--- config.mk ---
export PLATFORM = sky130hd
export DESIGN_NAME = regfile_read_mux
export DESIGN_NICKNAME = d
export VERILOG_FILES = /design/src/hdl/regfile_pkg.sv /design/src/hdl/regfile_read_mux.sv
export SDC_FILE = /design/constraint.sdc
export NUM_CORES = 1
export LEC_CHECK = 0
export ABC_CLOCK_PERIOD_IN_PS = 1500
export BUFFER_PORTS_ARGS = -buffer_cell sky130_fd_sc_hd__buf_2
export CAP_MARGIN = 30
export CORE_AREA = 2 2 168 170
export DETAILED_ROUTE_END_ITERATION = 8
export DIE_AREA = 0 0 170 172
export MAX_ROUTING_LAYER = met4
export SLEW_MARGIN = 25
export SYNTH_ARGS = -nofsm -noshare
export SYNTH_HDL_FRONTEND = slang
export SYNTH_SLANG_ARGS = --single-unit
--- constraint.sdc ---
create_clock -name vclk -period 1.5
set_input_delay 0.15 -clock vclk [all_inputs]
set_output_delay 0.15 -clock vclk [all_outputs]
set_load 0.01 [all_outputs]
--- src/hdl/regfile_pkg.sv ---
// ====================
// Register file shared definitions
// ====================

package regfile_pkg;

  // Geometry of the integer register file
  localparam int xlen        = 64;
  localparam int nregs       = 64;
  localparam int reg_aw      = 6;
  localparam int nbytes      = 8;

  // Read ports, five per retiring lane
  localparam int nrd         = 10;
  localparam int rd_per_lane = 5;

  // Register numbers with fixed read values
  localparam logic [reg_aw-1:0] reg_zero = reg_aw'(0);
  localparam logic [reg_aw-1:0] reg_pc   = reg_aw'(53);
  localparam logic [reg_aw-1:0] reg_ones = reg_aw'(63);

  // What the special register of a read port returns.
  // The four operand ports of a lane see the pc, the fifth sees all ones
  typedef enum logic {
    rd_pc   = 1'b0,
    rd_ones = 1'b1
  } rd_kind_e;

  // ====================
  // Port bundles
  // ====================

  // One write port from a retiring lane.
  // The be bits select which byte lanes of data land in the register
  typedef struct packed {
    logic                en;
    logic [nbytes-1:0]   be;
    logic [reg_aw-1:0]   addr;
    logic [xlen-1:0]     data;
  } wr_port_t;

  // Read addresses and read data for all ten ports.
  // Ports 0 to 4 belong to lane 0, ports 5 to 9 to lane 1
  typedef logic [nrd-1:0][reg_aw-1:0] rd_addr_vec_t;
  typedef logic [nrd-1:0][xlen-1:0]   rd_data_vec_t;

endpackage

--- src/hdl/regfile_read_mux.sv ---
`timescale 1ns/1ps

// Output logic of one read port.
// Priority from highest to lowest is the special registers, then the
// same-cycle bypass from port 1, then from port 0, and last the bank
// that the live table names for each byte.

module regfile_read_mux #(
  parameter regfile_pkg::rd_kind_e kind = regfile_pkg::rd_pc
) (
  input  logic [regfile_pkg::reg_aw-1:0]    rd_addr,
  input  regfile_pkg::wr_port_t             wr0,
  input  regfile_pkg::wr_port_t             wr1,
  input  logic [regfile_pkg::nbytes-1:0]    live,
  input  logic [regfile_pkg::xlen-1:0]      bank0_data,
  input  logic [regfile_pkg::xlen-1:0]      bank1_data,
  input  logic [regfile_pkg::xlen-1:0]      pc,
  output logic [regfile_pkg::xlen-1:0]      rd_data
);

  // ====================
  // Bypass match
  // ====================

  logic [regfile_pkg::nbytes-1:0] hit0;
  logic [regfile_pkg::nbytes-1:0] hit1;
  logic [regfile_pkg::xlen-1:0]   merged;

  // Bytes that a write in this cycle targets at our address
  assign hit0 = (wr0.en && (wr0.addr == rd_addr)) ? wr0.be : '0;
  assign hit1 = (wr1.en && (wr1.addr == rd_addr)) ? wr1.be : '0;

  // ====================
  // Byte merge
  // ====================

  always_comb begin
    for (int b = 0; b < regfile_pkg::nbytes; b++) begin
      if (hit1[b]) begin
        merged[b*8 +: 8] = wr1.data[b*8 +: 8];
      end else if (hit0[b]) begin
        merged[b*8 +: 8] = wr0.data[b*8 +: 8];
      end else if (live[b]) begin
        merged[b*8 +: 8] = bank1_data[b*8 +: 8];
      end else begin
        merged[b*8 +: 8] = bank0_data[b*8 +: 8];
      end
    end
  end

  // ====================
  // Special registers
  // ====================

  // Register 53 on a fifth port and register 63 on an operand port are
  // ordinary storage
  always_comb begin
    if (rd_addr == regfile_pkg::reg_zero) begin
      rd_data = '0;
    end else if (kind == regfile_pkg::rd_pc && rd_addr == regfile_pkg::reg_pc) begin
      rd_data = pc;
    end else if (kind == regfile_pkg::rd_ones && rd_addr == regfile_pkg::reg_ones) begin
      rd_data = '1;
    end else begin
      rd_data = merged;
    end
  end

endmodule

## Yosys cells after proc, flatten, opt, wreduce, memory -nomap -nowiden

Index checks and enable logic that the tools add are counted.

| cells by class | value |
|---|---|
| equality and inequality tests | 3 |
| muxes and demuxes | 28 |
| reduce and logical (&&, ||, !) cells | 3 |

Operators with widths:

| cell | number |
|---|---|
| 8-bit two-way mux | 26 |
| 64-bit two-way mux | 2 |
| 6-bit == test | 2 |
| 6-bit == test, second input constant | 1 |
| 6-bit logical NOT | 1 |
| 1-bit logical AND | 2 |

| word-level totals | value |
|---|---|
| flip-flop bits (word level) | 0 |
| input port bits | 364 |
| output and inout port bits | 64 |
| logic and storage cells | 34 |

## Depth between registers and ports, before layout

| logic depth | value |
|---|---|
| depth in word-level cells | 7 |
| depth in mapped cells | 7 |
| mapped depth without buffers | 5 |

## Worst setup path after synthesis

No wires, ideal clock.

| timing path | value |
|---|---|
| path type | input-to-output |
| from | input wr0[67] in the netlist's numbering |
| to | output rd_data[15] in the netlist's numbering |
| arrival time | 1.300 ns |
| required time | 1.350 ns |
| setup slack | 0.050 ns |
| cell stages on the path | 6 |
| buffers on the path | 1 |
| cell sequence | xnor2_2 and3_1 buf_6 nand3_4 o311ai_1 a31oi_1 |

| between the ends | value |
|---|---|
| cells in the longest elaborated chain, start to end | 7 |

RTL lines:

| element | RTL line | text |
|---|---|---|
| from (decl) | regfile_read_mux.sv:12 | `input regfile_pkg::wr_port_t wr0,` |
| 6-bit == test | regfile_read_mux.sv:30 | `assign hit0 = (wr0.en && (wr0.addr == rd_addr)) ? wr0.be : '0;` |
| 1-bit logical AND | regfile_read_mux.sv:30 |  |
| 8-bit two-way mux | regfile_read_mux.sv:30 |  |
| 8-bit two-way mux | regfile_read_mux.sv:41 | `end else if (hit0[b]) begin` |
| 8-bit two-way mux | regfile_read_mux.sv:39 | `if (hit1[b]) begin` |
| 64-bit two-way mux | regfile_read_mux.sv:60 | `end else if (kind == regfile_pkg::rd_pc && rd_addr == regfile_pkg::reg_pc) begin` |
| 64-bit two-way mux | regfile_read_mux.sv:58 | `if (rd_addr == regfile_pkg::reg_zero) begin` |
| to (decl) | regfile_read_mux.sv:18 | `output logic [regfile_pkg::xlen-1:0] rd_data` |

No other way between the ends.

## Final worst setup path

| timing path | value |
|---|---|
| from | input rd_addr[3] in the netlist's numbering |
| to | output rd_data[39] in the netlist's numbering |

| between the ends | value |
|---|---|
| cells in the longest elaborated chain, start to end | 7 |
| elaborated cells on any way between the ends | 12 |
| classes of those cells | eq/ne: 3; mux: 6; reduce/logical: 3 |

RTL lines:

| element | RTL line | text |
|---|---|---|
| from (decl) | regfile_read_mux.sv:11 | `input logic [regfile_pkg::reg_aw-1:0] rd_addr,` |
| 6-bit == test | regfile_read_mux.sv:30 |  |
| 1-bit logical AND | regfile_read_mux.sv:30 |  |
| 8-bit two-way mux | regfile_read_mux.sv:30 |  |
| 8-bit two-way mux | regfile_read_mux.sv:41 |  |
| 8-bit two-way mux | regfile_read_mux.sv:39 |  |
| 64-bit two-way mux | regfile_read_mux.sv:60 |  |
| 64-bit two-way mux (*) | regfile_read_mux.sv:58 |  |

Mark *: on every way between the ends. The rest lies on a longest branch, timed or not.

==> flow_results.org <==
** Run status
- Outcome :: finished with violations
- The checks that failed: setup timing.

** Layout
- Summing all flip-flop and latch instances after layout gives 0 sq um.
- Number of sequential storage elements :: 0
- Layout Area Growth over Synthesis :: 127%
- For this run, the post-layout net count is 1375.
- Fraction of final layout cells with drive strength greater than 1 :: 62.9%
- Cell Count, Final, Fillers Out :: 1362
- Final cell area excluding filler cells :: 7660 sq um
- The layout has 0 clock buffers.
- Core occupancy in the finished layout :: 27.9%

** Timing
- Setup violations remaining at the end of the flow were counted as 64.
- For the pin with the worst max-slew slack, the measured transition is 0.347 ns.
- Portion of the clock cycle consumed by the worst path in the final layout :: 125%
- Setup repair after global routing could not meet its margin everywhere.
- Maximum clock frequency :: 0.532 GHz
- The max-slew violation total from the final report came to 0.
- Measured against its own limit, the worst slew margin works out to 76.2%.
- After layout, the worst setup slack is -0.380 ns.
- Hold timing on the final database bottoms out at a slack of 0.637 ns.
- Total count of hold-check failures in the final report :: 0
- The worst path in the final design needs a cycle of 1.88 ns, including I/O delays and setup.

** Yosys
- Of all cell types, the one taking the most synthesized area is mux2i_1.
- Sorting the synthesized cells by how often they occur yields o21ai_0, nand2_1, a31oi_1, mux2i_1, o211ai_1.
- Cell count after synthesis :: 517
- Most common cell in the netlist :: o21ai_0
- A synthesized cell averages 6.52 sq um.
- Counting every net in the synthesized netlist gives 881.
- Area of the mapped netlist :: 3370 sq um
- By area the synthesized netlist is led by mux2i_1, o21ai_0, o211ai_1.
- Synthesis Warnings :: 0
- Top cell type's share of synthesized area :: 19.0%
- Of the synthesized area, sequential elements account for 0%.
- Distinct cell type count after synthesis :: 34

** Worst setup path
- The signal on the critical path passes through buf_8, buf_6, buf_4, or3_4, buf_12, buf_4, a31oi_1, buf_2.
- Kind of critical path :: primary input to primary output
- Type of element launching the critical path :: primary input
- In this run the worst path has a maximum fanout of 76.
- Crit path required time :: 1.35 ns
- The slowest stage of the critical path is the or3_4 cell.
- Longest individual stage delay on the worst path :: 0.41 ns
- The worst setup path is captured at a primary output.
- At the worst endpoint, the arrival time is 1.73 ns.
- The most numerous cell type found on the critical path is buf_4.

** Place
- Counting tap cells, the placed design contains a total of 1333 instances.
- Routability-driven placement finished with a final weighted congestion of 0.879.
- Summing all placed instances gives a cell area of 6650 sq um.
- Detailed-placement wirelength estimate :: 20400 microns
- During placement, the flow inserted port buffers numbering 428.

** Route
- The routed design uses 12500 microns of met2 wire.
- Detailed routing inserted a total of 6370 vias.
- Met1 layer wirelength in the final routing :: 10400 microns
- For this block, the routed nets add up to 25100 microns of wire.
- Top layer used by detailed routing :: met4
- Met3 wirelength from detailed routing :: 1510 microns
- After detailed routing, the number of remaining DRC violations is 0.
- Number of nets with antenna violations after routing :: 0
- After detailed routing, the average wire length per cell comes to 18.4 microns.
- First-pass iteration count of the detailed router :: 4
- Detail-routed via count per cell :: 4.68
- DRT iter0 DRCs :: 196

** Die
- In this run the count of I/O pins placed on the die edge is 428.
- Row generation in the floorplan step produced 61 rows.
- Die Footprint :: 29200 sq um
- X dimension of the die :: 170 microns
- Area inside the core boundary :: 27500 sq um
- Starting Density :: 12.3%
- The die is 172 microns tall.

** Job
- Max cap viols :: 0

** Hold path
- The path class of the tightest hold or removal check is primary input to primary output.

** Pwr
- Maximum vdd drop :: 173 uV
- Power Density :: 281 nW/um^2
- Total leakage power :: 3.62 nW
- Post-layout total power :: 2.16 mW

** Global route
- In the global route stage, overall resource usage came out at 15.2%.
- Vias in the first global route :: 5894
- Pin count of the biggest net entering global routing :: 77
- First-pass GRT wire length :: 32900 microns
- Antenna violations before repair :: 7
- The total overflow left after global routing is 0.

** Clock tree
- In this run, post-CTS hold repair placed 0 buffers.
[through the flow]
step	setup TNS, ns	worst slack, ns
floorplan	0	0.0502
global placement	-26.25	-0.636
detailed placement	-27.67	-0.639
CTS	-19.45	-0.364
global route	-21.63	-0.399
finish	-17.07	-0.380
[worst max-delay path, delay by kind of cell]
kind	cells	cell delay (ns)
AO/OA/AOI/OAI	1	0.16
buffers and inverters	6	0.92
AND/OR/NAND/NOR	1	0.41
[metal layers]
layer	vias to the layer above	track usage, %
met5	-	-
met4	0	4.09
met3	32	1.42
met2	320	27.3
met1	2956	18.4
li1	3062	-
[cells by family (layout without fill, tap and decap cells)]
logic type             after synthesis  count (layout)  share of synthesized area [%]
AO/OA/AOI/OAI                      260             261                           46.6
AND/OR/NAND/NOR                    129             129                           21.7
multiplexers                        64              64                           19.0
buffers and inverters               55             546                           9.05
XOR/XNOR                             9               9                           3.67
other                                0               7                              0
[cells in the final DEF, fill, tap and decap left out, drive strengths merged]
master | synthesis | layout
clkbuf | 23 | 1
o21ai | 128 | 128
nand2b | 3 | 3
xnor2 | 9 | 9
o211ai | 57 | 57
nand3 | 10 | 10
mux2i | 64 | 64
o2111ai | 1 | 1
bufbuf | 0 | 1
and2 | 8 | 8
o2111a | 1 | 1
nand2 | 69 | 69
o311ai | 7 | 7
a31oi | 64 | 64
inv | 10 | 10
and4 | 7 | 7
o221a | 1 | 2
nand4 | 17 | 17
nor2 | 1 | 1
nor4 | 3 | 3
and3 | 10 | 10
buf | 17 | 534
o221ai | 1 | 1
or3 | 1 | 1
diode | 0 | 7
[final cells by class]
type | instances | area (sq um)
inverter | 10 | 40.0
antenna | 7 | 17.5
timing repair buffer | 536 | 3580
multi-input combinational | 463 | 3600
fill | 2980 | 19800
tap | 346 | 433
[repair_timing]
| action | in CTS | in global routing |
|---|---|---|
| gates cloned | 3 | 1 |
| pin swaps | 44 | 98 |
| resized for setup | 90 | 120 |
| setup endpoints to repair | 64 | 64 |
| buffers inserted | 9 | 12 |
[worst paths after layout]
path  startpoint  depth (start not counted)     endpoint  slack, ns
max   rd_addr[3]                          8  rd_data[39]      -0.38
min      wr1[49]                          4  rd_data[49]       0.64
[where the power goes]
| group | internal [mW] | switching (mW) | total [mW] |
|---|---|---|---|
| sequential | 0 | 0 | 0 |
| clock | 0.000000626 | 0 | 0.000000626 |
| combinational | 1.18 | 0.977 | 2.16 |
| total | 1.18 | 0.977 | 2.16 |
Power figures use the tool's default switching activity.
